$ cat src/logic/icache_pkg.sv
package icache_pkg;

  // address and memory beat widths
  localparam int ADDR_W = 32;
  localparam int WORD_W = 32;

  // 8 KB direct mapped, 128 lines of 64 bytes
  localparam int OFFSET_W = 6;
  localparam int INDEX_W  = 7;
  localparam int TAG_W    = 19;
  localparam int LINES    = 128;

  // words per line, one refill beat per word
  localparam int WORDS_PER_LINE = 16;

  // burst length minus one, as carried in the len field
  localparam logic [7:0] REFILL_LEN = 8'd15;

  // fetches from here upward go straight to memory
  localparam logic [ADDR_W-1:0] UNCACHED_BASE = 32'hA000_0000;

  // fetch address split into cache fields
  typedef struct packed {
    logic [TAG_W-1:0]    tag;
    logic [INDEX_W-1:0]  index;
    logic [OFFSET_W-1:0] offset;
  } fetch_addr_t;

  // read request content, valid travels beside it
  typedef struct packed {
    logic [ADDR_W-1:0] addr;
    logic [7:0]        len;
  } mem_req_t;

  // read data plus per-beat ready strobe
  typedef struct packed {
    logic [WORD_W-1:0] rdata;
    logic              ready;
  } mem_rsp_t;

  typedef enum logic [2:0] {
    IDLE,
    LOOKUP,
    REFILL,
    UNCACHED,
    RESPOND
  } ctrl_state_e;

endpackage

$ cat src/logic/icache_tag_array.sv
module icache_tag_array (
  input  logic                           clk,
  input  logic                           rst,
  input  logic [icache_pkg::INDEX_W-1:0] index_i,
  input  logic [icache_pkg::TAG_W-1:0]   tag_i,
  input  logic                           write_i,
  output logic                           hit_o
);

  // one valid bit per line
  logic [icache_pkg::LINES-1:0] valid_q;
  logic [icache_pkg::TAG_W-1:0] tag_mem [icache_pkg::LINES];

  always_ff @(posedge clk) begin
    if (rst) begin
      valid_q <= '0;
    end else if (write_i) begin
      valid_q[index_i] <= 1'b1;
    end
  end

  always_ff @(posedge clk) begin
    if (write_i) begin
      tag_mem[index_i] <= tag_i;
    end
  end

  // compare against the registered lookup address
  assign hit_o = valid_q[index_i] && (tag_mem[index_i] == tag_i);

endmodule

$ cat config.mk
export PLATFORM = sky130hd
export DESIGN_NAME = icache_tag_array
export DESIGN_NICKNAME = d
export VERILOG_FILES = /design/src/logic/icache_pkg.sv /design/src/logic/icache_tag_array.sv
export SDC_FILE = /design/constraint.sdc
export NUM_CORES = 2
export LEC_CHECK = 0
export BUFFER_PORTS_ARGS = -buffer_cell sky130_fd_sc_hd__buf_2
export CAP_MARGIN = 20
export CORE_MARGIN = 2
export CORE_UTILIZATION = 28
export CTS_BUF_LIST = sky130_fd_sc_hd__clkbuf_4
export CTS_CLUSTER_DIAMETER = 200
export DETAILED_ROUTE_END_ITERATION = 10
export PLACE_DENSITY_LB_ADDON = 0.3
export SKIP_CTS_REPAIR_TIMING = 1
export SYNTH_ARGS = -nofsm -noshare
export SYNTH_HDL_FRONTEND = slang
export SYNTH_SLANG_ARGS = --single-unit
$ cat constraint.sdc
create_clock -name clk -period 3.9 [get_ports clk]
set_input_delay 0.78 -clock clk [delete_from_list [all_inputs] [get_ports clk]]
set_output_delay 0.78 -clock clk [all_outputs]
set_load 0.005 [all_outputs]
==> impl_metrics.env <==
export IMPL_holdCritPathClass="input pin to flop"
export IMPL_vias=62900
export IMPL_fmax_mhz=167
export IMPL_io_buffers=29
export IMPL_h_tree_depth=6
export IMPL_cts_num_sinks=2560
export IMPL_netlist_area_leader_share_pct=73.5
export IMPL_switching_share_pct=24.2
export IMPL_p_seq_share_pct=52.0
export IMPL_crit_fanout=21
export IMPL_critical_path_max_stage_delay_ns=0.70
export IMPL_maxSlewHeadroom_pct=28.2
export IMPL_status="finished, violations left"
export IMPL_synth_edf_count=2432
export IMPL_critPathRequiredTime_ns=3.12
export IMPL_vdd_drop_max_v=0.000228
export IMPL_cts_tree="built"
export IMPL_violations="setup timing"
export IMPL_rsz0062_at_grt="yes"
export IMPL_synth_cells=5539
export IMPL_maxSlewViolCount=0
export IMPL_grt_usage_pct=20.0
export IMPL_synth_common_cells="edfxtp_1 (2432), nor2_1 (507), mux2i_1 (402), mux4_2 (232), a21oi_1 (230)"
export IMPL_yosysMostFrequentCell="edfxtp_1"
export IMPL_setup_viol=1
export IMPL_p_int_uw=44000
export IMPL_coreArea_um2=353000
export IMPL_crit_top_cell="buf_4"
export IMPL_cts_buffers_inserted=663
export IMPL_crit_slowest_cell="a2111oi_1"
export IMPL_top_layer="met4"
export IMPL_critical_path_top_delay_family="compound AO/OA/AOI/OAI gates"
export IMPL_drv_cap=0
export IMPL_clock_path_buffers=4
export IMPL_clock_root_buffer="clkbuf_4"
export IMPL_yosysSeqAreaShare_pct=76.1
export IMPL_clk_pin_slew_ns=0.08
export IMPL_hpwlAfterDp_mm=237
export IMPL_rows=218
export IMPL_ys_warn_count=0
export IMPL_first_pass_iters=6
export IMPL_skew_ns=0
export IMPL_synth_area_um2=99400
export IMPL_worstPathArrival_ns=5.22
export IMPL_grt_overflow=0
export IMPL_path_cells="buf_8 -> buf_12 -> nand2b_1 -> buf_4 -> buf_4 -> o2bb2ai_1 -> a2111oi_1 -> a2111oi_2 -> a2bb2oi_1 -> buf_4 -> o311ai_1 -> xor2_1 -> a2111oi_2 -> nand4_1 -> nor4b_4 -> buf_4 -> buf_12"
export IMPL_synthArstFlopShare_pct=0
export IMPL_crit_buf_inv=7
export IMPL_drt_met1_wl_mm=151
export IMPL_wl_mm=368
export IMPL_dpl_cell_area_um2=114000
export IMPL_fin_ws_ns=-2.10
export IMPL_grt_pass1_wl_mm=502
export IMPL_initial_utilization_pct=28.2
export IMPL_die_area_um2=360000
export IMPL_utilization_pct=34.8
export IMPL_grt_max_degree=129
export IMPL_yosysUniqueCellTypes=86
export IMPL_final_period_utilization_pct=154
export IMPL_post_route_drc_count=0
export IMPL_crit_path_start_kind="input pin"
export IMPL_layout_drive_gt1_share_pct=36.1
export IMPL_avgViaCountPerCell=5.19
export IMPL_synth_top_area_cell="edfxtp_1"
export IMPL_combPwrFrac_pct=7.6
export IMPL_ys_ff_latch=2560
export IMPL_p_per_area_nw_per_um2=473
export IMPL_insertion_delay_ns=1.34
export IMPL_io_pins=30
export IMPL_antenna_found_initial=23
export IMPL_route_met2_wl_mm=167
export IMPL_ant_nets=0
export IMPL_synth_avg_cell_area_um2=17.9
export IMPL_met3_length_mm=35.0
export IMPL_first_global_vias=62000
export IMPL_period_needed_ns=6.00
export IMPL_synth_nets=5568
export IMPL_final_area_um2=123000
export IMPL_netSwitchingPower_uw=14100
export IMPL_nNetsFinal=6934
export IMPL_worstMarginPinSlew_ns=1.06
export IMPL_nFillCells=33800
export IMPL_gp_congestion=0.925
export IMPL_dieHeight_um=600
export IMPL_syn_to_final_growth_pct=23.7
export IMPL_hold_slack_ns=0.0837
export IMPL_synthTopCellsByArea="edfxtp_1 (73%), mux4_2 (5.3%), mux2i_1 (4.0%), dfxtp_1 (2.6%), nor2_1 (1.9%)"
export IMPL_hold_violations=0
export IMPL_p_leak_uw=0.0414
export IMPL_wl_per_cell_um=30.4
export IMPL_p_clk_share_pct=40.5
export IMPL_critPathCaptureType="output pin"
export IMPL_die_w_um=600
export IMPL_critPathKind="input pin to output pin"
export IMPL_synth_ff_type="edfxtp_1"
export IMPL_dr_first_iter_drc_count=8354
registers in the layout, summed over array words and instances, names as in the netlist:
| register | count |
|---|---|
| valid_q | 128 |
| tag_mem | 2432 |
placed cells by master (no fill, tap or decap), types with 11 or more instances in the layout:
cell,instances
edfxtp_1,2432
clkbuf_4,1001
buf_4,838
mux2i_1,401
nor2_1,378
mux4_2,233
a21oi_1,229
buf_12,201
o21ai_0,142
dfxtp_1,128
nor2_2,125
nand2_1,123
a221oi_1,120
mux2_2,113
a22oi_1,88
clkinv_1,81
o221ai_1,73
a211oi_1,49
a221o_1,47
a22o_1,43
o22ai_1,41
nand3_1,37
o211ai_1,37
o2bb2ai_1,33
nor3_1,24
a2111oi_0,17
a31oi_1,16
nand4_1,14
clkinv_2,14
inv_6,11
dlygate4sd3_1,11
routing by layer:
| metal | up-vias | global-route usage, % |
|---|---|---|
| li1 | 25700 | - |
| met1 | 32800 | 27.2 |
| met2 | 3753 | 30.8 |
| met3 | 675 | 4.36 |
| met4 | 0 | 8.37 |
| met5 | - | 0 |
cell families after synthesis:
group,Yosys count,synth area share (%)
flip-flops,2560,76.1
AO/OA/AOI/OAI,1048,7.50
AND/OR/NAND/NOR,788,3.36
multiplexers,754,10.7
buffers and inverters,371,2.17
XOR/XNOR,18,0.159
power by group through the flow:
stage	sequential, µW	combinational [µW]	clock (µW)
2_1_floorplan	30800	1630	0
3_3_place_gp	30800	4250	0
3_5_place_dp	30800	4280	0
4_1_cts	30200	4290	24000
5_1_grt	30200	4500	25400
6_report	30200	4410	23500
final cells by class:
cell class                      count  area, µm²  share of cell area [%]
Sequential cell                  2560      75600                    61.5
Multi-Input combinational cell   2608      22300                    18.1
Timing Repair Buffer             1062      10600                    8.60
Clock buffer                     1000       7510                    6.11
Tap cell                         4730       5920                    4.81
Clock inverter                    140        996                   0.810
Inverter                           10       47.5                  0.0387
Antenna cell                        7       17.5                  0.0142
through the flow:
| step | setup slack (ns) | setup TNS [ns] | total power, µW | instances |
|---|---|---|---|---|
| after floorplan | -0.0472 | -2.99 | 32400 | 5539 |
| final | -2.10 | -2.10 | 58100 | 12100 |
| after global routing | -2.20 | -2.20 | 60100 | 12100 |
| after detailed placement | -2.69 | -2.69 | 35100 | 11000 |
| after CTS | -2.90 | -2.90 | 58500 | 12100 |
| after global placement | -2.92 | -2.92 | 35000 | 11000 |
worst paths after layout:
kind              slack, ns  cells after the start                    endpoint                startpoint
hold / removal         0.08                      2  tag_mem[109][16]$_DFFE_PP_                 tag_i[16]
hold reg to reg        0.47                      2    valid_q[12]$_SDFFE_PP0P_  valid_q[12]$_SDFFE_PP0P_
setup / recovery      -2.10                     17                       hit_o                index_i[2]
setup reg to reg       3.26                      2    valid_q[86]$_SDFFE_PP0P_  valid_q[86]$_SDFFE_PP0P_
Power figures use the tool's default switching activity.
