[config.mk]
export PLATFORM = sky130hd
export DESIGN_NAME = line_refill
export DESIGN_NICKNAME = d
export VERILOG_FILES = /design/src/logic/icache_pkg.sv /design/src/logic/line_refill.sv
export SDC_FILE = /design/constraint.sdc
export NUM_CORES = 1
export LEC_CHECK = 0
export CAP_MARGIN = 15
export CORE_AREA = 2 2 62 64
export CTS_CLUSTER_DIAMETER = 50
export DETAILED_ROUTE_END_ITERATION = 7
export DIE_AREA = 0 0 64 66
export DONT_BUFFER_PORTS = 1
export GPL_TIMING_DRIVEN = 0
export SYNTH_ARGS = -nofsm -noshare
export SYNTH_HDL_FRONTEND = slang
export SYNTH_SLANG_ARGS = --single-unit
[constraint.sdc]
create_clock -name clk -period 1.26 [get_ports clk]
set_input_delay 0.126 -clock clk [delete_from_list [all_inputs] [get_ports clk]]
set_output_delay 0.126 -clock clk [all_outputs]
set_load 0.05 [all_outputs]
[src/logic/icache_pkg.sv]
package icache_pkg;

  // address and memory beat widths
  localparam int ADDR_W = 32;
  localparam int WORD_W = 32;

  // 8 KB direct mapped, 128 lines of 64 bytes
  localparam int OFFSET_W = 6;
  localparam int INDEX_W  = 7;
  localparam int TAG_W    = 19;
  localparam int LINES    = 128;

  // words per line, one refill beat per word
  localparam int WORDS_PER_LINE = 16;

  // burst length minus one, as carried in the len field
  localparam logic [7:0] REFILL_LEN = 8'd15;

  // fetches from here upward go straight to memory
  localparam logic [ADDR_W-1:0] UNCACHED_BASE = 32'hA000_0000;

  // fetch address split into cache fields
  typedef struct packed {
    logic [TAG_W-1:0]    tag;
    logic [INDEX_W-1:0]  index;
    logic [OFFSET_W-1:0] offset;
  } fetch_addr_t;

  // read request content, valid travels beside it
  typedef struct packed {
    logic [ADDR_W-1:0] addr;
    logic [7:0]        len;
  } mem_req_t;

  // read data plus per-beat ready strobe
  typedef struct packed {
    logic [WORD_W-1:0] rdata;
    logic              ready;
  } mem_rsp_t;

  typedef enum logic [2:0] {
    IDLE,
    LOOKUP,
    REFILL,
    UNCACHED,
    RESPOND
  } ctrl_state_e;

endpackage

[src/logic/line_refill.sv]
module line_refill (
  input  logic                                          clk,
  input  logic                                          rst,
  input  logic                                          start_i,
  input  logic [icache_pkg::ADDR_W-1:0]                 line_addr_i,
  output icache_pkg::mem_req_t                          req_o,
  output logic                                          req_valid_o,
  input  icache_pkg::mem_rsp_t                          rsp_i,
  input  logic                                          grant_i,
  output logic                                          wr_en_o,
  output logic [$clog2(icache_pkg::WORDS_PER_LINE)-1:0] wr_word_o,
  output logic [icache_pkg::WORD_W-1:0]                 wr_data_o,
  output logic                                          done_o
);

  logic [icache_pkg::ADDR_W-icache_pkg::OFFSET_W-1:0] line_q;
  logic [$clog2(icache_pkg::WORDS_PER_LINE)-1:0] beat_cnt_q;
  logic beat;
  logic last_beat;

  // ready only counts while we own the port
  assign beat      = req_valid_o && grant_i && rsp_i.ready;
  // counter is all ones on the final word of the line
  assign last_beat = beat && (&beat_cnt_q);

  always_ff @(posedge clk) begin
    if (rst) begin
      req_valid_o <= 1'b0;
      beat_cnt_q  <= '0;
      done_o      <= 1'b0;
    end else begin
      done_o <= last_beat;
      if (start_i) begin
        req_valid_o <= 1'b1;
        beat_cnt_q  <= '0;
      end else if (beat) begin
        beat_cnt_q <= beat_cnt_q + 1'b1;
        // drop valid right after the beat numbered len
        if (last_beat) begin
          req_valid_o <= 1'b0;
        end
      end
    end
  end

  always_ff @(posedge clk) begin
    if (start_i) begin
      line_q <= line_addr_i[icache_pkg::ADDR_W-1:icache_pkg::OFFSET_W];
    end
  end

  // line aligned burst, content fixed for the whole request
  assign req_o.addr = {line_q, {icache_pkg::OFFSET_W{1'b0}}};
  assign req_o.len  = icache_pkg::REFILL_LEN;

  // beat k lands in word k
  assign wr_en_o   = beat;
  assign wr_word_o = beat_cnt_q;
  assign wr_data_o = rsp_i.rdata;

endmodule

==> tab_implementation.tex <==
\begin{tabular}{lr}
\hline
Metric & Value \\
\hline
\multicolumn{2}{l}{\textbf{Placed design}} \\
\quad HPWL reported at the end of detailed placement & approximately 1.9 mm \\
\quad Placer congestion estimate & roughly 0.65 \\
\quad Cell Count Post-Placement & around 160 \\
\quad Count of input and output buffers & 0 \\
\multicolumn{2}{l}{\textbf{STA}} \\
\quad Fraction of the cycle the final worst path needs & between 90\% and 100\% \\
\quad F\_max & approximately 0.80 GHz \\
\quad Max transition margin & 66.5\% \\
\quad Worst Max-Slew Pin Slew & 502 ps \\
\quad Time the worst path needs with I/O delays and setup & 1240 ps \\
\quad Final setup violation count & 0 \\
\quad Final Slew Violations & 0 \\
\quad Worst hold slack & between 90 and 100 ps \\
\quad Clk\_skew & between 1.5 and 2 ps \\
\quad Unrepaired setup endpoints after global routing & true \\
\quad Final Hold Viols & 0 \\
\multicolumn{2}{l}{\textbf{Clocking}} \\
\quad Worst-skew pair later-pin latency & approximately 310 ps \\
\quad \# H-tree levels & 2 \\
\quad CTS tree & built \\
\quad Clock root buffer master & sky130\_fd\_sc\_hd\_\_clkbuf\_4 \\
\quad Clock input transition at the sequential cells of the worst setup and hold paths & around 80 ps \\
\quad CTS max path bufs & 2 \\
\quad Sink Count & 32 \\
\quad Number of buffers created by CTS & 5 \\
\multicolumn{2}{l}{\textbf{Yosys}} \\
\quad Synth Area per Inst & between 10 and 15 um\^{}2 \\
\quad Area share of the largest cell type after synthesis & about 57\% \\
\quad Main area contributors after synthesis & sky130\_fd\_sc\_hd\_\_edfxtp\_1, sky130\_fd\_sc\_hd\_\_buf\_4, sky130\_fd\_sc\_hd\_\_dfxtp\_1, sky130\_fd\_sc\_hd\_\_nor3\_1, sky130\_fd\_sc\_hd\_\_xor2\_1 \\
\quad Count of warnings emitted by yosys & 0 \\
\quad Total of flip-flops plus latches after synthesis & 32 \\
\quad Post-synthesis cell count & 99 \\
\quad Post-synth design cell area & 0.00138 mm\^{}2 \\
\quad Cell type with the largest total area after synthesis & sky130\_fd\_sc\_hd\_\_edfxtp\_1 \\
\quad Count of cell types in the netlist & 18 \\
\quad Sequential area share after synthesis & roughly 65\% \\
\multicolumn{2}{l}{\textbf{Critical path}} \\
\quad CP max-delay cell & sky130\_fd\_sc\_hd\_\_dfxtp\_4 \\
\quad Critical path depth & 2 \\
\quad Slowest cell delay on critical path & around 470 ps \\
\quad Category of the critical setup timing path & reg2out \\
\quad Critical path peak fanout & 4 \\
\quad Required time reported for the critical path endpoint & 1130 ps \\
\quad Crit path capture type & primary output \\
\quad Chain of cells forming the critical path & nand3\_4 > clkinvlp\_4 \\
\quad Gate family responsible for the most delay along the worst path & flip-flops \\
\quad Kind of launch point of the worst setup path & flip-flop \\
\quad Arrival time at the worst endpoint & between 1000 and 1500 ps \\
\quad Number of buffer and inverter stages on the critical path & 1 \\
\quad Number of cell instances on the worst register-to-register path & 3 \\
\multicolumn{2}{l}{\textbf{Worst hold path}} \\
\quad Depth of the worst hold-timing path & 2 \\
\quad Kind of path behind the tightest hold check & in2reg \\
\multicolumn{2}{l}{\textbf{Global route}} \\
\quad Initial antenna violation count & 0 \\
\quad First-pass GRT wire length & approximately 3.3 mm \\
\quad Total global routing overflow & 0 \\
\quad Total global-route track usage & between 10\% and 20\% \\
\quad Number of global-route vias before repair & roughly 670 \\
\quad Pin count of the biggest net entering global routing & 32 \\
\multicolumn{2}{l}{\textbf{Status}} \\
\quad Result of the run & finished, final reports clean \\
\multicolumn{2}{l}{\textbf{Cells and area}} \\
\quad Most frequent cells in the layout & sky130\_fd\_sc\_hd\_\_buf\_4, sky130\_fd\_sc\_hd\_\_dlygate4sd3\_1, sky130\_fd\_sc\_hd\_\_edfxtp\_1 \\
\quad Share of layout cells above drive strength 1 & a little over two fifths \\
\quad Most common library cell in the layout ignoring fill and taps & sky130\_fd\_sc\_hd\_\_buf\_4 \\
\quad Synthesis-to-layout area growth & 36.2\% \\
\quad Diodes inserted & 0 \\
\quad Number of nets at the end of the flow & $\sim$220 \\
\quad Post-Layout Cell Count & 198 \\
\multicolumn{2}{l}{\textbf{Job}} \\
\quad \# Max-Cap Violations & 0 \\
\multicolumn{2}{l}{\textbf{Floorplanning}} \\
\quad Die ar. & 0.00422 mm\^{}2 \\
\quad Die width & around 64 um \\
\quad Placeable core region & between 0.003 and 0.004 mm\^{}2 \\
\quad Number of top-level pins & $\sim$150 \\
\quad Effective utilization at floorplan & around two fifths \\
\quad Die H & 66 um \\
\quad Row cnt & 22 \\
\multicolumn{2}{l}{\textbf{Routing}} \\
\quad Routed WL & 2.53 mm \\
\quad DRC violation count after routing & 0 \\
\quad Via count of the routed design & 831 \\
\quad Remaining antenna violation count & 0 \\
\quad Routed WL per cell & about 13 um \\
\quad Number of violations reported at the end of detailed-routing iteration 0 & 53 \\
\quad Detailed Routing Iterations Pass 1 & 4 \\
\quad Via-to-Cell Ratio & about 4.2 \\
\multicolumn{2}{l}{\textbf{Power and ir drop}} \\
\quad Peak VDD IR & 464 uV \\
\quad Reported leakage power & just under 0.8 nW \\
\quad Power density relative to cell area & about 1300 mW/mm\^{}2 \\
\hline
\end{tabular}
==> cell type report <==
class	instances	area [um^2]
Buffer	46	345
Clock buffer	6	41.3
Clock inverter	2	7.51
Fill cell	280	1670
Inverter	2	11.3
Multi-Input combinational cell	31	184
Sequential cell	32	917
Tap cell	48	60.1
Timing Repair Buffer	31	313
==> flip-flops by register name (all words and copies together) (netlist names) <==
name / flops
line_q: 26
req_valid_o: 1
wr_word_o: 4
done_o: 1
==> synth_stat cells <==
cell                        n
sky130_fd_sc_hd__nand3_2    1
sky130_fd_sc_hd__ha_1       1
sky130_fd_sc_hd__a21oi_1    1
sky130_fd_sc_hd__o21ai_0    1
sky130_fd_sc_hd__nand3_1    1
sky130_fd_sc_hd__edfxtp_1  26
sky130_fd_sc_hd__buf_4     46
sky130_fd_sc_hd__or3_1      1
sky130_fd_sc_hd__nand2_1    1
sky130_fd_sc_hd__nand4_1    1
sky130_fd_sc_hd__o21ai_1    1
sky130_fd_sc_hd__nor3_1     4
sky130_fd_sc_hd__mux2i_1    1
sky130_fd_sc_hd__dfxtp_1    6
sky130_fd_sc_hd__a211oi_2   1
sky130_fd_sc_hd__xor2_1     2
sky130_fd_sc_hd__conb_1     2
sky130_fd_sc_hd__inv_1      2
==> through the flow <==
| stage | power, mW | util [%] | area (um^2) | setup TNS (ps) | worst slack [ps] |
|---|---|---|---|---|---|
| finish | 2.50 | 52.9 | 1880 | 0 | 17.1 |
| detailed placement | 1.94 | 42.0 | 1490 | -43.4 | -15.6 |
| CTS | 2.54 | 52.5 | 1870 | -8.71 | -8.71 |
| global route | 2.61 | 52.9 | 1880 | -48.1 | -40.7 |
| floorplan | 1.92 | - | 1430 | 0 | 38.8 |
| global placement | 1.94 | 42.0 | 1490 | 0 | 2.23 |
==> worst register-to-register path, cell delays in order, from the launching register on <==
cell	delay (ps)
sky130_fd_sc_hd__dfxtp_4	470
sky130_fd_sc_hd__nand3_2	100
sky130_fd_sc_hd__or3_1	370
sky130_fd_sc_hd__a211oi_2	210
==> power by group <==
group	internal [mW]	total, mW	switching (mW)
Combinational	0.167	0.516	0.349
Clock	0.206	0.496	0.290
Sequential	1.22	1.49	0.273
Total	1.59	2.50	0.912
==> per-layer routing <==
| layer | routed length (um) | GRT usage [%] | vias up |
|---|---|---|---|
| met1 | 864 | 11.0 | 359 |
| met4 | 27 | 5.71 | 0 |
| met5 | 0 | 0 | - |
| li1 | - | - | 380 |
| met3 | 332 | 5.11 | 4 |
| met2 | 1310 | 18.2 | 88 |
==> timing repair <==
action                                 4_1_cts  5_1_grt
endpoints found under the hold margin       58        0
buffers inserted                             2        1
setup endpoints to repair                    4        4
pin swaps                                    1        2
resized for setup                            5        2
hold buffers                                28        0
==> path summary, 6_finish.rpt <==
check,startpoint,end,slack (ps)
worst max register to register,wr_word_o[2]$_SDFFE_PP0P_,wr_word_o[3]$_SDFFE_PP0P_,40
worst max-delay path,req_valid_o$_SDFFE_PP0P_,wr_en_o,20
worst min register to register,req_valid_o$_SDFFE_PP0P_,req_valid_o$_SDFFE_PP0P_,610
worst min-delay path,start_i,wr_word_o[3]$_SDFFE_PP0P_,90
==> cells by family (layout without fill, tap and decap cells) <==
logic type	after synthesis	count (layout)	share of synthesized area, %
buf+inv	48	87	25.6
simple gates	9	9	3.72
compound gates	4	4	1.99
xor+xnor	2	2	1.27
flops	32	32	65.3
mux	1	1	0.725
fa+ha+maj	1	1	0.906
other cells	2	14	0.544
No activity file was read; power rests on OpenSTA's default activity.
