--- src/logic/icache_pkg.sv ---
package icache_pkg;

  // address and memory beat widths
  localparam int ADDR_W = 32;
  localparam int WORD_W = 32;

  // 8 KB direct mapped, 128 lines of 64 bytes
  localparam int OFFSET_W = 6;
  localparam int INDEX_W  = 7;
  localparam int TAG_W    = 19;
  localparam int LINES    = 128;

  // words per line, one refill beat per word
  localparam int WORDS_PER_LINE = 16;

  // burst length minus one, as carried in the len field
  localparam logic [7:0] REFILL_LEN = 8'd15;

  // fetches from here upward go straight to memory
  localparam logic [ADDR_W-1:0] UNCACHED_BASE = 32'hA000_0000;

  // fetch address split into cache fields
  typedef struct packed {
    logic [TAG_W-1:0]    tag;
    logic [INDEX_W-1:0]  index;
    logic [OFFSET_W-1:0] offset;
  } fetch_addr_t;

  // read request content, valid travels beside it
  typedef struct packed {
    logic [ADDR_W-1:0] addr;
    logic [7:0]        len;
  } mem_req_t;

  // read data plus per-beat ready strobe
  typedef struct packed {
    logic [WORD_W-1:0] rdata;
    logic              ready;
  } mem_rsp_t;

  typedef enum logic [2:0] {
    IDLE,
    LOOKUP,
    REFILL,
    UNCACHED,
    RESPOND
  } ctrl_state_e;

endpackage

--- src/logic/inst_align.sv ---
module inst_align (
  input  logic [2*icache_pkg::WORD_W-1:0] pair_i,
  input  logic                            half_sel_i,
  input  logic [icache_pkg::WORD_W-1:0]   uncached_word_i,
  input  logic                            respond_uncached_i,
  output logic [31:0]                     inst_o
);

  logic [2*icache_pkg::WORD_W-1:0] window;
  logic [15:0] cur_half;
  logic [15:0] next_half;

  // uncached word has nothing above it, upper half reads as zero
  assign window = respond_uncached_i ? {{icache_pkg::WORD_W{1'b0}}, uncached_word_i} : pair_i;

  // halfword at the fetch offset and the one after it
  assign cur_half  = half_sel_i ? window[31:16] : window[15:0];
  assign next_half = half_sel_i ? window[47:32] : window[31:16];

  // low bits 11 mark a 32-bit instruction
  // anything else is compressed, zero extended
  assign inst_o = (cur_half[1:0] == 2'b11) ? {next_half, cur_half} : {16'h0000, cur_half};

endmodule

--- config.mk ---
export PLATFORM = sky130hd
export DESIGN_NAME = inst_align
export DESIGN_NICKNAME = d
export VERILOG_FILES = /design/src/logic/icache_pkg.sv /design/src/logic/inst_align.sv
export SDC_FILE = /design/constraint.sdc
export NUM_CORES = 1
export LEC_CHECK = 0
export BUFFER_PORTS_ARGS = -buffer_cell sky130_fd_sc_hd__clkbuf_2
export CAP_MARGIN = 25
export CORE_ASPECT_RATIO = 0.6
export CORE_MARGIN = 2
export CORE_UTILIZATION = 31
export DETAILED_ROUTE_END_ITERATION = 10
export PLACE_DENSITY = 0.95
export SYNTH_ARGS = -nofsm -noshare
export SYNTH_HDL_FRONTEND = slang
export SYNTH_SLANG_ARGS = --single-unit
--- constraint.sdc ---
create_clock -name vclk -period 1.5
set_input_delay 0.15 -clock vclk [all_inputs]
set_output_delay 0.15 -clock vclk [all_outputs]
set_load 0.02 [all_outputs]
==> flow_summary.rst, run 1 <==
.. list-table::
   :header-rows: 1

   * - Metric
     - Value
   * - Run status
     - finished, final reports clean
   * - Setup repair bufs after CTS
     - 0
   * - Via count of the first global-routing pass
     - roughly 1000
   * - Origin of the worst setup path
     - respond_uncached_i
   * - Core Footprint
     - between 2000 and 3000 um2
   * - Setup crit end
     - inst_o[17]
   * - First-iteration detailed-routing DRC count
     - 26
   * - Syn-to-layout area delta
     - 72.2%
   * - Vias
     - about 1200
   * - Slowest cell on the critical path
     - sky130_fd_sc_hd__mux4_2
   * - Kind of launch point of the worst setup path
     - input port
   * - Total of fill cells in the finished design
     - 237
   * - Summed instance area of the synthesized netlist
     - slightly below 900 um2
   * - Seq. cell area
     - 0 um2
   * - Number of sequential cells
     - 0
   * - Number of clock buffers in the layout
     - 0
   * - Worst voltage drop across the vdd grid
     - approximately 190 uV
   * - Number of remaining DRC errors
     - 0
   * - Detailed-route wire length per cell
     - between 10 and 15 um
   * - Part of the cycle the worst path needs
     - 96.7%
   * - Worst Tran Pin Value
     - 238 ps
   * - Core Util, Final
     - around 60%
   * - M1 GR Usage
     - between 20% and 30%
   * - Wire length of the first global-routing pass
     - about 4.5 mm
   * - Syn_nets
     - approximately 190
   * - Crit end category
     - output port
   * - Stages on worst setup path
     - 5
   * - Setup TNS after final layout
     - 0 ps
   * - Final period demand of the worst path
     - ~1500 ps
   * - Post-synthesis cell count
     - 91
   * - Largest net degree at the start of global routing
     - 19
   * - Cell class contributing the biggest share of worst-path delay
     - multiplexers
   * - Final layout net count
     - 303
   * - Max Clk Rate
     - approximately 0.69 GHz
   * - Crit path kind
     - in -> out
   * - Number of ports placed on the die boundary
     - 130
   * - Drt pass-1 iters
     - 3
   * - Part of the Yosys area used for sequential elements
     - 0%
   * - Fraction of final layout cells sized beyond drive strength 1
     - 81.3%
   * - Required time of the critical path
     - 1350 ps
   * - Initial antenna violation count
     - 0
   * - Leakage power of the design
     - slightly above 0.8 nW
   * - Max Slew Vio Count
     - 0
   * - Total area of multi-input combinational cells
     - around 830 um2
   * - WP data arrival
     - ~1300 ps
   * - Count of hold-fix buffers inserted at cts
     - 0
   * - Met3 track demand over resource in global routing
     - approximately 2.4%
   * - Count of buffer and inverter cells on the critical path
     - 2
   * - Max Cap Violations
     - 0
   * - Number of diodes
     - 0
   * - Global-route usage over all layers
     - between 10% and 20%
   * - Yosys Warn Count
     - 0
   * - Power density of the placed cells
     - ~350 nW/um2
   * - Final setup violation count
     - 0
   * - Half-perimeter wire length of the detailed placement result
     - around 2.7 mm
   * - Initial core utilization
     - about a third
   * - WHS
     - around 640 ps
   * - Worst slew margin relative to its limit
     - between 80% and 90%
   * - Total routed wirelength
     - 3.10 mm
   * - Die Span X
     - 73.1 um
   * - Critical Path Fanout Max
     - 8
   * - Count of port buffers added during placement
     - ~110
   * - Area enclosed by the die boundary
     - between 3000 and 4000 um2
   * - Vertical extent of the die
     - approximately 45 um
   * - Residual overflow from global routing
     - 0
   * - Detail-routed via count per cell
     - ~5.0
   * - Worst Hold Path Cells
     - 4
   * - Critical Path Max Stage Delay
     - just over 600 ps
   * - Busiest grt layer
     - met2
   * - Met2 track demand over resource in global routing
     - 33.5%
   * - Hold violation count in the final report
     - 0
   * - Gp weighted congestion
     - 0.730
   * - Count of cell types in the netlist
     - 15
   * - Number of standard-cell rows in the floorplan
     - 14
   * - Average instance area after synthesis
     - 9.75 um2
   * - Min-delay worst type
     - in -> out
   * - Worst-path cell chain
     - buf_4 > mux4_2 > nand2_4 > nor2_2 > buf_2
   * - Setup repair after global routing missed its margin
     - false
   * - Antenna viol nets, final
     - 0
## cell families after synthesis
family                 Yosys count  synth area share [%]
buffers and inverters           11                  8.89
multiplexers                    32                  58.7
AO/OA/AOI/OAI                   16                  13.3
AND/OR/NAND/NOR                 32                  19.2
## how the worst min path moves through the flow
stage / startpoint / to
after CTS: uncached_word_i[31] / inst_o[31]
after global placement: uncached_word_i[31] / inst_o[31]
after global routing: uncached_word_i[23] / inst_o[23]
after floorplan: uncached_word_i[22] / inst_o[22]
after detailed placement: uncached_word_i[31] / inst_o[31]
final: uncached_word_i[31] / inst_o[31]
## report_power, final
part	internal, mW	leakage, nW	total, mW	switching [mW]
Clock	0	0	0	0
Sequential	0	0	0	0
Combinational	0.266	0.817	0.538	0.272
## synth_stat cells (all sizes together)
master	number	area [um2]
mux2i	16	160
buf	9	71.3
a2bb2oi	2	17.5
or2	14	87.6
nor2b	1	6.26
clkbuf	2	7.51
nand2	15	63.8
a21oi	14	100
nor2	2	12.5
mux4	16	360
## timing repair
action                                  in CTS  in global routing
endpoints found under the setup margin       9                 15
gates resized for setup                      2                  8
pin swaps                                    0                  2
cloned                                       0                  1
## area by class of cell
type	instances	area share (%)
Multi-Input combinational cell	81	54.4
Tap cell	32	2.62
Timing Repair Buffer	122	43.0
## cells in the final DEF (no fill, tap or decap)
cell                        instances
sky130_fd_sc_hd__mux4_2            16
sky130_fd_sc_hd__a21oi_1            6
sky130_fd_sc_hd__mux2i_1           16
sky130_fd_sc_hd__nand2_8            1
sky130_fd_sc_hd__nand2_1           14
sky130_fd_sc_hd__nor2_2             2
sky130_fd_sc_hd__or2_2             14
sky130_fd_sc_hd__nand2_4            1
sky130_fd_sc_hd__buf_2              2
sky130_fd_sc_hd__a2bb2oi_1          2
sky130_fd_sc_hd__a21oi_2            8
sky130_fd_sc_hd__clkbuf_2         111
sky130_fd_sc_hd__buf_8              1
sky130_fd_sc_hd__buf_4              6
sky130_fd_sc_hd__buf_12             1
sky130_fd_sc_hd__nor2b_2            1
sky130_fd_sc_hd__buf_6              1
## metrics by stage
stage | area, um2 | worst slack [ps] | total power [mW] | instances
after global placement | 1490 | -6.67 | 0.514 | 234
final | 1530 | 48.8 | 0.538 | 235
after global routing | 1530 | 0.151 | 0.581 | 235
after CTS | 1500 | 6.78 | 0.533 | 234
after detailed placement | 1490 | -38.3 | 0.524 | 234
after floorplan | 887 | 120 | 0.326 | 91
## per-layer routing
layer	wire length, um	vias to the layer above
li1	-	574
met1	1210	553
met2	1650	57
met3	237	0
met4	0	0
met5	0	-
No activity file was read; power rests on OpenSTA's default activity.
==> run 2: changes to the inputs <==
==> constraint.sdc (replaced) <==
create_clock -name vclk -period 1.5
set_input_delay 0.225 -clock vclk [all_inputs]
set_output_delay 0.225 -clock vclk [all_outputs]
set_load 0.02 [all_outputs]
==> run 2 against run 1 <==
Net effect:
- the run now ends with negative setup slack left
- cell count up 2.1%
- via count rose by 4.0%
- maximum frequency decreased by 7.6%
- die area unchanged
- global-route usage increased by 3.8 points
==> flow_summary.rst, run 2 (same netlist as run 1, synthesis figures left out) <==
.. list-table::
   :header-rows: 1

   * - Metric
     - Value
   * - Crit path kind
     - in -> out
   * - Part of the cycle the worst path needs
     - 105%
   * - Vias
     - around 1200
   * - Crit end category
     - output port
   * - Largest net degree at the start of global routing
     - 24
   * - Non-filler instance count after layout
     - 240
   * - Worst Tran Pin Value
     - approximately 260 ps
   * - Global-route usage over all layers
     - a little over a fifth
   * - Final period demand of the worst path
     - approximately 1600 ps
   * - Initial antenna violation count
     - 0
   * - Number of standard-cell rows in the floorplan
     - 14
   * - Number of clock buffers in the layout
     - 0
   * - Half-perimeter wire length of the detailed placement result
     - roughly 2.8 mm
   * - Worst slew margin relative to its limit
     - between 80 and 90%
   * - Residual overflow from global routing
     - 0
   * - Via count of the first global-routing pass
     - around 1300
   * - Initial core utilization
     - 34.0%
   * - Min-delay worst type
     - in -> out
   * - WP data arrival
     - approximately 1400 ps
   * - Final setup violation count
     - 16
   * - Hold violation count in the final report
     - 0
   * - Required time of the critical path
     - about 1300 ps
   * - Leading cell type in the layout, fill and taps excluded
     - sky130_fd_sc_hd__clkbuf_2
   * - Detail-routed via count per cell
     - between 5 and 6
   * - Kind of launch point of the worst setup path
     - input port
   * - Seq. cell area
     - 0 um2
   * - Syn-to-layout area delta
     - 95.6%
   * - Worst voltage drop across the vdd grid
     - around 210 uV
   * - Core Footprint
     - between 2000 and 3000 um2
   * - Setup repair bufs after CTS
     - 0
   * - Final Cell Area
     - 1740 um2
   * - Power density of the placed cells
     - ~360 nW/um2
   * - Fraction of final layout cells sized beyond drive strength 1
     - between 80% and 90%
   * - Total of fill cells in the finished design
     - ~240
   * - Run status
     - complete, but fails checks
   * - Setup TNS after final layout
     - -910 ps
   * - Max Slew Vio Count
     - 0
   * - First-iteration detailed-routing DRC count
     - 23
   * - Gp weighted congestion
     - between 0.7 and 0.8
   * - Top library cells by usage in the layout, fill and taps aside
     - sky130_fd_sc_hd__clkbuf_2, sky130_fd_sc_hd__mux4_2, sky130_fd_sc_hd__mux2i_1, sky130_fd_sc_hd__or2_2, sky130_fd_sc_hd__nand2_1
   * - Total routed wirelength
     - between 3 and 4 mm
   * - Area enclosed by the die boundary
     - 3320 um2
   * - Drt pass-1 iters
     - 4
   * - Antenna viol nets, final
     - 0
   * - Number of remaining DRC errors
     - 0
   * - Detailed-route wire length per cell
     - 15.0 um
   * - Die Span X
     - around 73 um
   * - Wire length of the first global-routing pass
     - approximately 5.5 mm
   * - Launch point of the worst hold path
     - uncached_word_i[24]
   * - Hold EP
     - inst_o[24]
   * - Number of diodes
     - 0
   * - Worst Hold Path Cells
     - 4
   * - Number of ports placed on the die boundary
     - between 100 and 150
   * - Violated checks
     - negative setup slack
   * - Instance area at placement
     - approximately 1500 um2
   * - Critical Path Fanout Max
     - 8
   * - PnR Total Power
     - a little over 0.6 mW
   * - Leakage power of the design
     - a little under 0.9 nW
   * - Count of port buffers added during placement
     - approximately 110
   * - Worst-case setup margin in the final layout
     - -70.6 ps
   * - Worst slack at placement
     - -231 ps
   * - Final layout net count
     - around 310
   * - Vertical extent of the die
     - roughly 45 um
   * - Max Clk Rate
     - approximately 0.64 GHz
   * - Max Cap Violations
     - 0
   * - Setup repair after global routing missed its margin
     - true
   * - Placed instance count
     - between 200 and 250
   * - Number of sequential cells
     - 0
run 2: cell count changes in the layout (fill, tap and decap cells not counted), moves of 2 or more:
cell / change
sky130_fd_sc_hd__nor2_2: -2
sky130_fd_sc_hd__clkbuf_2: -9
sky130_fd_sc_hd__buf_4: +5
sky130_fd_sc_hd__clkbuf_8: +6
sky130_fd_sc_hd__a21oi_4: +2
sky130_fd_sc_hd__a21oi_1: -6
sky130_fd_sc_hd__buf_6: +2
sky130_fd_sc_hd__nor2_4: +2
sky130_fd_sc_hd__a21oi_2: +4
sky130_fd_sc_hd__buf_2: -2
run 2: metal layers:
metal	global-route usage (%)	up-vias	routed length, um
met4	1.85	0	14
met5	0	-	0
met1	24.6	582	1350
met3	2.88	2	310
met2	42.5	62	1940
li1	-	585	-
run 2: worst max-delay path by stage:
stage                        from         end  slack, ps  cells after the start
6_report       respond_uncached_i  inst_o[25]        -70                      5
5_1_grt        respond_uncached_i  inst_o[25]       -110                      5
3_3_place_gp   respond_uncached_i  inst_o[22]       -190                      7
4_1_cts        respond_uncached_i  inst_o[22]        -80                      5
3_5_place_dp   respond_uncached_i  inst_o[20]       -230                      7
2_1_floorplan          half_sel_i  inst_o[18]         -2                      5
run 2: worst max-delay path, stage by stage:
cell                        delay [ps]
sky130_fd_sc_hd__clkbuf_16         120
sky130_fd_sc_hd__mux4_2            620
sky130_fd_sc_hd__nand2_8           180
sky130_fd_sc_hd__a21oi_2            50
sky130_fd_sc_hd__clkbuf_8          150
run 2: final cells by class:
cell class	count	area [um2]	share of cell area, %
repair buffers	127	805	46.4
multi-input cells	81	891	51.3
well taps	32	40.0	2.31
run 2: per-stage QoR:
step | utilization [%] | hold WS, ps
after floorplan | - | 595
after global placement | 58.9 | 784
after detailed placement | 58.9 | 796
after CTS | 64.5 | 799
after global routing | 66.5 | 811
final | 66.5 | 796
run 2: repair_timing:
item | 4_1_cts | 5_1_grt
pin swaps | 4 | 1
cloned | 1 | 0
endpoints found under the setup margin | 27 | 16
hold buffers | 0 | 0
gates resized for setup | 29 | 15
run 2: where the power goes:
part / switching (mW) / internal (mW)
Sequential: 0 / 0
Clock: 0 / 0
Combinational: 0.304 / 0.313
