<file path="src/logic/icache_pkg.sv">
package icache_pkg;

  // address and memory beat widths
  localparam int ADDR_W = 32;
  localparam int WORD_W = 32;

  // 8 KB direct mapped, 128 lines of 64 bytes
  localparam int OFFSET_W = 6;
  localparam int INDEX_W  = 7;
  localparam int TAG_W    = 19;
  localparam int LINES    = 128;

  // words per line, one refill beat per word
  localparam int WORDS_PER_LINE = 16;

  // burst length minus one, as carried in the len field
  localparam logic [7:0] REFILL_LEN = 8'd15;

  // fetches from here upward go straight to memory
  localparam logic [ADDR_W-1:0] UNCACHED_BASE = 32'hA000_0000;

  // fetch address split into cache fields
  typedef struct packed {
    logic [TAG_W-1:0]    tag;
    logic [INDEX_W-1:0]  index;
    logic [OFFSET_W-1:0] offset;
  } fetch_addr_t;

  // read request content, valid travels beside it
  typedef struct packed {
    logic [ADDR_W-1:0] addr;
    logic [7:0]        len;
  } mem_req_t;

  // read data plus per-beat ready strobe
  typedef struct packed {
    logic [WORD_W-1:0] rdata;
    logic              ready;
  } mem_rsp_t;

  typedef enum logic [2:0] {
    IDLE,
    LOOKUP,
    REFILL,
    UNCACHED,
    RESPOND
  } ctrl_state_e;

endpackage

</file>
<file path="src/logic/uncached_reader.sv">
module uncached_reader (
  input  logic                          clk,
  input  logic                          rst,
  input  logic                          start_i,
  input  logic [icache_pkg::ADDR_W-1:0] addr_i,
  output icache_pkg::mem_req_t          req_o,
  output logic                          req_valid_o,
  input  icache_pkg::mem_rsp_t          rsp_i,
  input  logic                          grant_i,
  output logic [icache_pkg::WORD_W-1:0] word_o,
  output logic                          done_o
);

  logic [icache_pkg::ADDR_W-3:0] word_addr_q;
  logic beat;

  assign beat = req_valid_o && grant_i && rsp_i.ready;

  always_ff @(posedge clk) begin
    if (rst) begin
      req_valid_o <= 1'b0;
      done_o      <= 1'b0;
    end else begin
      done_o <= beat;
      if (start_i) begin
        req_valid_o <= 1'b1;
      end else if (beat) begin
        // single beat, so the first one is also the last
        req_valid_o <= 1'b0;
      end
    end
  end

  // word address and returned data, held until the next start
  always_ff @(posedge clk) begin
    if (start_i) begin
      word_addr_q <= addr_i[icache_pkg::ADDR_W-1:2];
    end
    if (beat) begin
      word_o <= rsp_i.rdata;
    end
  end

  assign req_o.addr = {word_addr_q, 2'b00};
  assign req_o.len  = '0;

endmodule

</file>
<file path="config.mk">
export PLATFORM = sky130hd
export DESIGN_NAME = uncached_reader
export DESIGN_NICKNAME = d
export VERILOG_FILES = /design/src/logic/icache_pkg.sv /design/src/logic/uncached_reader.sv
export SDC_FILE = /design/constraint.sdc
export NUM_CORES = 1
export LEC_CHECK = 0
export BUFFER_PORTS_ARGS = -buffer_cell sky130_fd_sc_hd__buf_2
export CAP_MARGIN = 0
export CORE_AREA = 2 2 61 87
export DETAILED_ROUTE_END_ITERATION = 16
export DIE_AREA = 0 0 63 89
export PLACE_DENSITY = 0.9
export SLEW_MARGIN = 20
export SYNTH_ARGS = -nofsm -noshare
export SYNTH_HDL_FRONTEND = slang
export SYNTH_SLANG_ARGS = --single-unit
</file>
<file path="constraint.sdc">
create_clock -name clk -period 2.1 [get_ports clk]
set_input_delay 0.105 -clock clk [delete_from_list [all_inputs] [get_ports clk]]
set_output_delay 0.105 -clock clk [all_outputs]
set_load 0.01 [all_outputs]
</file>
==> out/summary.txt, run 1 <==
Outcome - complete, no violations
Share of layout cells above drive strength 1 - 0.512
Top-area cell type share of the netlist area - 0.920
ANT nets after route - 0
Fin util - 0.741
Boundary pin count - 143
WP data arrival - 1.18 ns
CP max-delay cell - and3_4
Nets@finish - 351
Final min period - 1.20 ns
Crit path kind - reg -> reg
Crit Path Max Fanout - 33
Final period util - 0.570
CTS Root Cell - clkbuf_8
Critical-path cell list - and3_4
Cell taking the most area after synthesis - edfxtp_1
1st-pass router iterations - 5
Final setup violation count - 0
Synthesized area - 2020 um^2
Netlist cell types - 8
Starting Density - 0.424
Unrepaired setup endpoints after global routing - false
Post-CTS Setup Inserts - 0
Clock slew at reported path FFs - 0.07 ns
Die width - 63 um
CP Launch Type - flop
Final Hold Viols - 0
Vias in the first global route - 1578
# Max-Cap Violations - 0
Pin count of the biggest net entering global routing - 34
Initial antenna violation count - 0
Layout Area Growth over Synthesis - 74.6%
Crit path buf inv count - 0
P per Cell Area - 787 nW/um^2
Max VDD drop - 0.606 mV
RD Place Congestion - 0.681
Hold_buf cts - 63
Die Footprint - 5610 um^2
First-pass GRT wire length - 9170 um
Core area - 4770 um^2
Cells after Synth - 79
Synth top area cells - edfxtp_1, buf_4, dfxtp_1
GRT Total Usage - 0.234
Hold WC Path Type - in -> reg
# rows - 30
TritonCTS clock tree - yes
Clock skew - 0.00490 ns
Number of synthesized register bits - 64
Post-place setup slack - 0.967 ns
Clk_lat worst skew - 0.33 ns
Max Transition Viols Final - 0
Grt ovf - 0
Chip Height - 89 um
Syn_area_per_cell - 25.6 um^2
Port bufs - 130
Worst Tran Pin Value - 0.666 ns
Detailed Place HPWL - 3620 um
CTS H-tree lvls - 3
Setup ws final - 0.904 ns
Worst path max stage delay - 0.48 ns
Post-CTS sizing - 0
Yosys warns - 0
Post-synthesis sequential area ratio - 0.940
# fillers - 290
Leakage - 1.52 nW
Vias per cell - 4.38
Initial drt markers - 105
Crit. End Element - flop
Peak Freq - 0.836 GHz
Worst path top cell family by delay - simple AND/OR/NAND/NOR gates
Post-detailed-routing wire length - 6190 um
Power Total - 2.78 mW
Clk buf depth - 2
Clk sink count - 64
Wire length per cell - 17.6 um
Post-route DRC - 0
Rel. slew slack - 0.556
TritonCTS Buffers - 9
DR vias - 1536
# diodes - 0
CP required - 2.08 ns
Fin Setup TNS - 0 ns
==> metrics by stage <==
| step | hold WS, ns | instances | cell area (um^2) |
|---|---|---|---|
| 2_1_floorplan | 0.169 | 88 | 2060 |
| 3_3_place_gp | 0.281 | 272 | 2710 |
| 3_5_place_dp | 0.283 | 272 | 2710 |
| 4_1_cts | 0.118 | 351 | 3530 |
| 5_1_grt | 0.193 | 351 | 3530 |
| 6_report | 0.182 | 351 | 3530 |
==> cells in the mapped netlist (all sizes together) <==
library cell and count:
nor2b 1, o21ba 1, buf 10, a21boi 1, edfxtp 62, and3 1
conb 1, dfxtp 2
==> cell families (layout without fill, tap and decap cells) <==
family / Yosys count / count (layout) / share of synthesized area
flip-flops: 64 / 64 / 0.940
buffers and inverters: 10 / 209 / 0.0371
AO/OA/AOI/OAI: 2 / 2 / 0.00866
other: 1 / 10 / 0.00185
AND/OR/NAND/NOR: 2 / 2 / 0.0124
==> per-layer routing <==
layer	global-route usage	vias up	routed length, um
met5	0	-	0
met4	0.115	0	97
met3	0.0806	7	558
met2	0.388	113	3190
met1	0.276	725	2350
li1	-	691	-
==> power by group <==
group	switching (mW)	total [mW]	internal (mW)
clock	0.454	0.997	0.543
combinational	0.128	0.289	0.161
sequential	0.0207	1.49	1.47
==> final cells by class <==
class | instances | area [um^2] | area share
multi-input cells | 14 | 80.1 | 0.0227
clock inverters | 6 | 61.3 | 0.0174
flip-flops and latches | 64 | 1900 | 0.538
well taps | 64 | 80.1 | 0.0227
clock buffers | 10 | 128 | 0.0361
repair buffers | 193 | 1280 | 0.363
==> flip-flops by register name (all words and copies together) (netlist names) <==
name         cells
req_valid_o      1
word_addr_q     30
word_o          32
done_o           1
==> worst paths after layout <==
kind	from	to	slack, ns	cells past startpoint
max reg2reg	req_valid_o	word_o[17]	0.90	1
max	req_valid_o	word_o[17]	0.90	1
min	grant_i	req_valid_o	0.18	3
min reg2reg	req_valid_o	req_valid_o	0.69	2
==> placed cells by master, fill, tap and decap left out <==
cell | netlist | routed
a21boi_0 | 1 | 1
and3_4 | 1 | 1
buf_2 | 0 | 130
bufinv_16 | 0 | 1
clkbuf_1 | 0 | 1
clkbuf_8 | 0 | 9
clkinv_2 | 0 | 3
clkinv_4 | 0 | 1
clkinvlp_4 | 0 | 1
conb_1 | 1 | 10
dfxtp_1 | 2 | 2
dlygate4sd3_1 | 0 | 63
edfxtp_1 | 62 | 62
nor2b_4 | 1 | 1
o21ba_1 | 1 | 1
Power figures use the tool's default switching activity.
==> inputs of run 2 (changes only) <==
Settings changed: ABC_AREA from default to 1, CORE_AREA 2 2 61 87 to 2 2 63 89, DIE_AREA 0 0 63 89 to 0 0 65 91, PLACE_DENSITY 0.9 to 0.85.
Clock period 2.1 ns to 1.25 ns, I/O delays scaled along.
==> run 2 against run 1 <==
Worst setup slack got worse by 0.72 ns. Sequential cell count did not move. Clock power grew 99%. Clock skew increased by 0.0061 ns. Global-route usage shrank 1.5 points. Combinational power up 72%. Critical endpoint is now word_o[0]. Largest cell class unchanged.
==> out/summary.txt, run 2 <==
Hold Crit Depth - 3
Max VDD drop - 0.960 mV
RR Endpoint - word_o[0]
TritonCTS Buffers - 9
# rows - 31
Post-route DRC - 0
Starting Density - 0.395
CP Launch Type - flop
Clock skew - 0.0110 ns
Crit Path Max Fanout - 32
Post-synthesis sequential area ratio - 0.946
Clk sink count - 64
Clock slew at reported path FFs - 0.06 ns
Share of layout cells above drive strength 1 - 0.512
Post-detailed-routing wire length - 6170 um
Post-place setup slack - 0.209 ns
Worst path max stage delay - 0.35 ns
Reg-to-reg critical path startpoint - req_valid_o
Design area - 3600 um^2
Port bufs - 130
Post-CTS Setup Inserts - 0
Max reg flops - 32
Leakage - 1.56 nW
Hold WC Path Type - in -> reg
Simple-gate portion of the synthesized area - 0.00809
Die width - 65 um
Critical-path cell list - nand3_2 > clkinvlp_4 > buf_12
Wire length per cell - 17.2 um
Worst path top cell family by delay - flip-flops
TritonCTS clock tree - yes
Mux cell area share after synthesis - 0
DR vias - 1573
Cell taking the most area after synthesis - edfxtp_1
1st-pass router iterations - 4
Post-synth top flop - edfxtp_1
# Max-Cap Violations - 0
Largest Register - word_o
Final Hold Viols - 0
Synth top area cells - edfxtp_1, buf_4, dfxtp_1
Hold Startpoint - grant_i
Xor-xnor portion of the synthesized cell area - 0
Clk buf depth - 2
Die Footprint - 5920 um^2
Setup ws final - 0.186 ns
FF-to-FF path depth - 3
Vias in the first global route - 1695
Yosys warns - 0
Largest family of logic cells by synthesized area - buffers and inverters
Pin count of the biggest net entering global routing - 33
Min-Delay Endpoint - done_o
Highest-count cells in the layout ignoring fill and taps - buf_2, dlygate4sd3_1, edfxtp_1
# diodes - 0
Crit path buf inv count - 2
Cells after Synth - 82
CTS Root Cell - clkbuf_8
Synthesized area - 2010 um^2
Crit. End Element - flop
Peak Freq - 0.939 GHz
Unrepaired setup endpoints after global routing - false
CP required - 1.28 ns
Syn_area_per_cell - 24.5 um^2
R2R Setup Slk - 0.19 ns
Number of synthesized register bits - 64
Synth top cells by count - edfxtp_1, buf_4, nor2_1, dfxtp_1, inv_1
Nets@finish - 357
P per Cell Area - 1380 nW/um^2
CP max-delay cell - dfxtp_2
Detailed Place HPWL - 3590 um
RD Place Congestion - 0.677
CTS H-tree lvls - 3
Vias per cell - 4.38
WP data arrival - 1.09 ns
Compound-Gate Fraction of Synth Area - 0.00249
Outcome - complete, no violations
Adder-cell share of the synthesized area - 0
Initial antenna violation count - 0
Final setup violation count - 0
Power Total - 4.98 mW
Final min period - 1.06 ns
DP Area - 2750 um^2
Core area - 5080 um^2
Grt ovf - 0
First-pass GRT wire length - 9060 um
Max Transition Viols Final - 0
ANT nets after route - 0
Initial drt markers - 101
Ys async rst share - 0
Min Hold Slack - 0.0372 ns
GRT Total Usage - 0.219
Fin Setup TNS - 0 ns
Biggest regs - word_o (32), word_addr_q (30)
Top-count cell post-synth - edfxtp_1
Clk_lat worst skew - 0.33 ns
Chip Height - 91 um
Netlist cell types - 8
# fillers - 312
Top-area cell type share of the netlist area - 0.927
Boundary pin count - 143
Most common cell after layout, fill and taps aside - buf_2
Layout Area Growth over Synthesis - 79.2%
EDFF count, synth - 62
Crit path kind - reg -> reg
Final period util - 0.852
run 2: cell families after synthesis:
kind of cell	after synthesis
simple gates	4
other cells	1
compound gates	1
flops	64
buf+inv	12
run 2: final cells by class:
class                           instances  area, um^2  share of cell area
Sequential cell                        64        1900               0.528
Timing Repair Buffer                  196        1320               0.366
Clock buffer                           13         159              0.0441
Tap cell                               66        82.6              0.0229
Clock inverter                          3        65.1              0.0181
Multi-Input combinational cell         15        63.8              0.0177
Inverter                                2        11.3             0.00313
run 2: routing by layer:
metal	vias up	routed length [um]	GRT usage
met5	-	0	0
met4	0	119	0.103
met3	11	691	0.0905
met2	124	3090	0.358
met1	733	2270	0.244
li1	705	-	-
run 2: report_power, final:
part | total [mW] | switching [mW] | internal, mW
Clock | 1.98 | 0.749 | 1.23
Combinational | 0.496 | 0.219 | 0.277
Sequential | 2.51 | 0.0333 | 2.47
run 2: how the worst max path moves through the flow:
stage / from / endpoint / slack (ns) / cells past startpoint
3_5_place_dp: req_valid_o / word_o[29] / 0.21 / 3
2_1_floorplan: req_valid_o / word_o[0] / 0.005 / 2
6_report: req_valid_o / word_o[0] / 0.19 / 3
5_1_grt: req_valid_o / word_o[0] / 0.15 / 3
4_1_cts: req_valid_o / word_o[31] / 0.20 / 3
3_3_place_gp: req_valid_o / word_o[29] / 0.24 / 3
run 2: through the flow:
step,util,std cells
2_1_floorplan,-,91
3_3_place_gp,0.541,280
3_5_place_dp,0.541,280
4_1_cts,0.709,359
5_1_grt,0.709,359
6_report,0.709,359
run 2: what timing repair did:
| item | 4_1_cts | 5_1_grt |
|---|---|---|
| hold buffers | 63 | 0 |
| endpoints found under the hold margin | 64 | 0 |
| resized for setup | 0 | 0 |
run 2: tightest hold or removal path, stage by stage:
cell and delay (ns):
buf_2 0.11, nand3_2 0.09, nor2_1 0.05
==> inputs of run 3 (changes only) <==
Settings changed: CORE_AREA 2 2 63 89 to 2 2 62 87, CTS_BUF_LIST from default to sky130_fd_sc_hd__clkbuf_2 sky130_fd_sc_hd__clkbuf_4 sky130_fd_sc_hd__clkbuf_8, DIE_AREA 0 0 65 91 to 0 0 64 89, PLACE_DENSITY 0.85 to 0.88.
==> run 3 against run 2 <==
Routed wire length grew 2.7%. Die area is 3.7% lower. Maximum frequency shrank 2.5%. Critical path depth unchanged. Sequential power barely moved. Sequential share of layout area up 0.80 points.
==> out/summary.txt, run 3 (synthesis results as in run 2) <==
RD Place Congestion - 0.675
Port bufs - 130
GR Util met2 - 0.404
Post-route DRC - 0
Max reg flops - 32
Clock slew at reported path FFs - 0.07 ns
Vias in the first global route - 1735
GRT Total Usage - 0.235
Post-CTS Setup Inserts - 0
Grt met3 use - 0.0945
DR vias - 1573
Die width - 64 um
Fin Setup TNS - 0 ns
Boundary pin count - 143
Post-CTS sizing - 0
CP max-delay cell - dfxtp_2
Die Footprint - 5700 um^2
Biggest regs - word_o (32), word_addr_q (30)
Final period util - 0.874
Most common cell after layout, fill and taps aside - buf_2
Clk sink count - 64
Wire length per cell - 17.8 um
Max Transition Viols Final - 0
CP Launch Type - flop
1st-pass router iterations - 4
Outcome - complete, no violations
Logic gate share of total power - 0.111
# fillers - 280
WP data arrival - 1.12 ns
Initial antenna violation count - 0
ANT nets after route - 0
Grt ovf - 0
Power Total - 4.54 mW
Layout Area Growth over Synthesis - 76.5%
Largest Register - word_o
# Max-Cap Violations - 0
Clock power share - 0.337
Peak Freq - 0.916 GHz
Hold_buf cts - 63
Sw power - 1.06 mW
Starting Density - 0.415
Met1 Usage GRT - 0.255
Crit path kind - reg -> reg
Final min period - 1.09 ns
Leakage - 1.53 nW
Worst path top cell family by delay - flip-flops
TritonCTS Buffers - 9
P per Cell Area - 1280 nW/um^2
Share of layout cells above drive strength 1 - 0.517
Post-detailed-routing wire length - 6330 um
Busiest grt layer - met2
Clk_lat worst skew - 0.33 ns
First-pass GRT wire length - 9270 um
Clk buf depth - 2
Area of the multi-input gates - 63.8 um^2
Vias per cell - 4.42
Switching share of power - 0.233
Pin count of the biggest net entering global routing - 33
Final setup violation count - 0
Chip Height - 89 um
CTS H-tree lvls - 3
Clock skew - 0.00632 ns
TritonCTS clock tree - yes
CP required - 1.28 ns
Detailed Place HPWL - 3590 um
Initial drt markers - 90
Int Pwr - 3.48 mW
Crit Path Max Fanout - 32
Final Hold Viols - 0
Core area - 4840 um^2
Hold WC Path Type - in -> reg
Crit. End Element - flop
# diodes - 0
Worst path max stage delay - 0.36 ns
Unrepaired setup endpoints after global routing - false
Crit path buf inv count - 2
Critical-path cell list - nand3_2 > clkinvlp_4 > buf_12
Highest-count cells in the layout ignoring fill and taps - buf_2, dlygate4sd3_1, edfxtp_1
Flop pwr share - 0.552
Nets@finish - 356
CTS Root Cell - clkbuf_8
Register Area - 1900 um^2
# rows - 30
Max VDD drop - 0.911 mV
==> run 3: cell count changes in the layout (fill, tap and decap cells not counted), sizes merged <==
cell / previous run / this run
clkinv: 1 / 5
clkbuf: 13 / 10
bufinv: 2 / 0
buf: 133 / 132
clkinvlp: 1 / 2
==> run 3: area by class of cell <==
cell class                      instances  area share
Clock buffer                           10      0.0370
Clock inverter                          6      0.0102
Tap cell                               64      0.0226
Sequential cell                        64       0.537
Timing Repair Buffer                  195       0.372
Inverter                                2     0.00317
Multi-Input combinational cell         15      0.0180
==> run 3: layer usage <==
layer	vias up	part of all wire
met1	734	0.36
met5	-	0
met3	13	0.11
met2	123	0.51
li1	703	-
met4	0	0.021
==> run 3: final timing paths <==
| check | slack (ns) | end | cells after the start | from |
|---|---|---|---|---|
| min | 0.04 | done_o | 3 | grant_i |
| max | 0.16 | word_o[9] | 3 | req_valid_o |
| min reg2reg | 0.56 | done_o | 2 | req_valid_o |
| max reg2reg | 0.16 | word_o[9] | 3 | req_valid_o |
==> run 3: power groups by stage <==
stage	clock (mW)	sequential, mW	combinational (mW)
after floorplan	0	2.61	0.0513
after global placement	0	2.54	0.322
after detailed placement	0	2.55	0.333
after CTS	1.56	2.50	0.488
after global routing	1.69	2.51	0.538
final	1.53	2.51	0.502
==> run 3: worst reg2reg max path, delay by kind of cell, from the launching register on <==
kind / cells / cell delay [ns]
and+or+nand+nor: 1 / 0.11
DFF: 1 / 0.36
buffers and inverters: 2 / 0.31
==> run 3: through the flow <==
stage,setup WS [ns],hold WS (ns),instances,area [um^2],util
6_report,0.158,0.0382,356,3550,0.733
5_1_grt,0.135,0.0295,356,3550,0.733
4_1_cts,0.176,0.00977,356,3550,0.733
3_5_place_dp,0.204,0.234,277,2750,0.568
3_3_place_gp,0.242,0.230,277,2750,0.568
2_1_floorplan,0.00480,0.127,91,2050,-
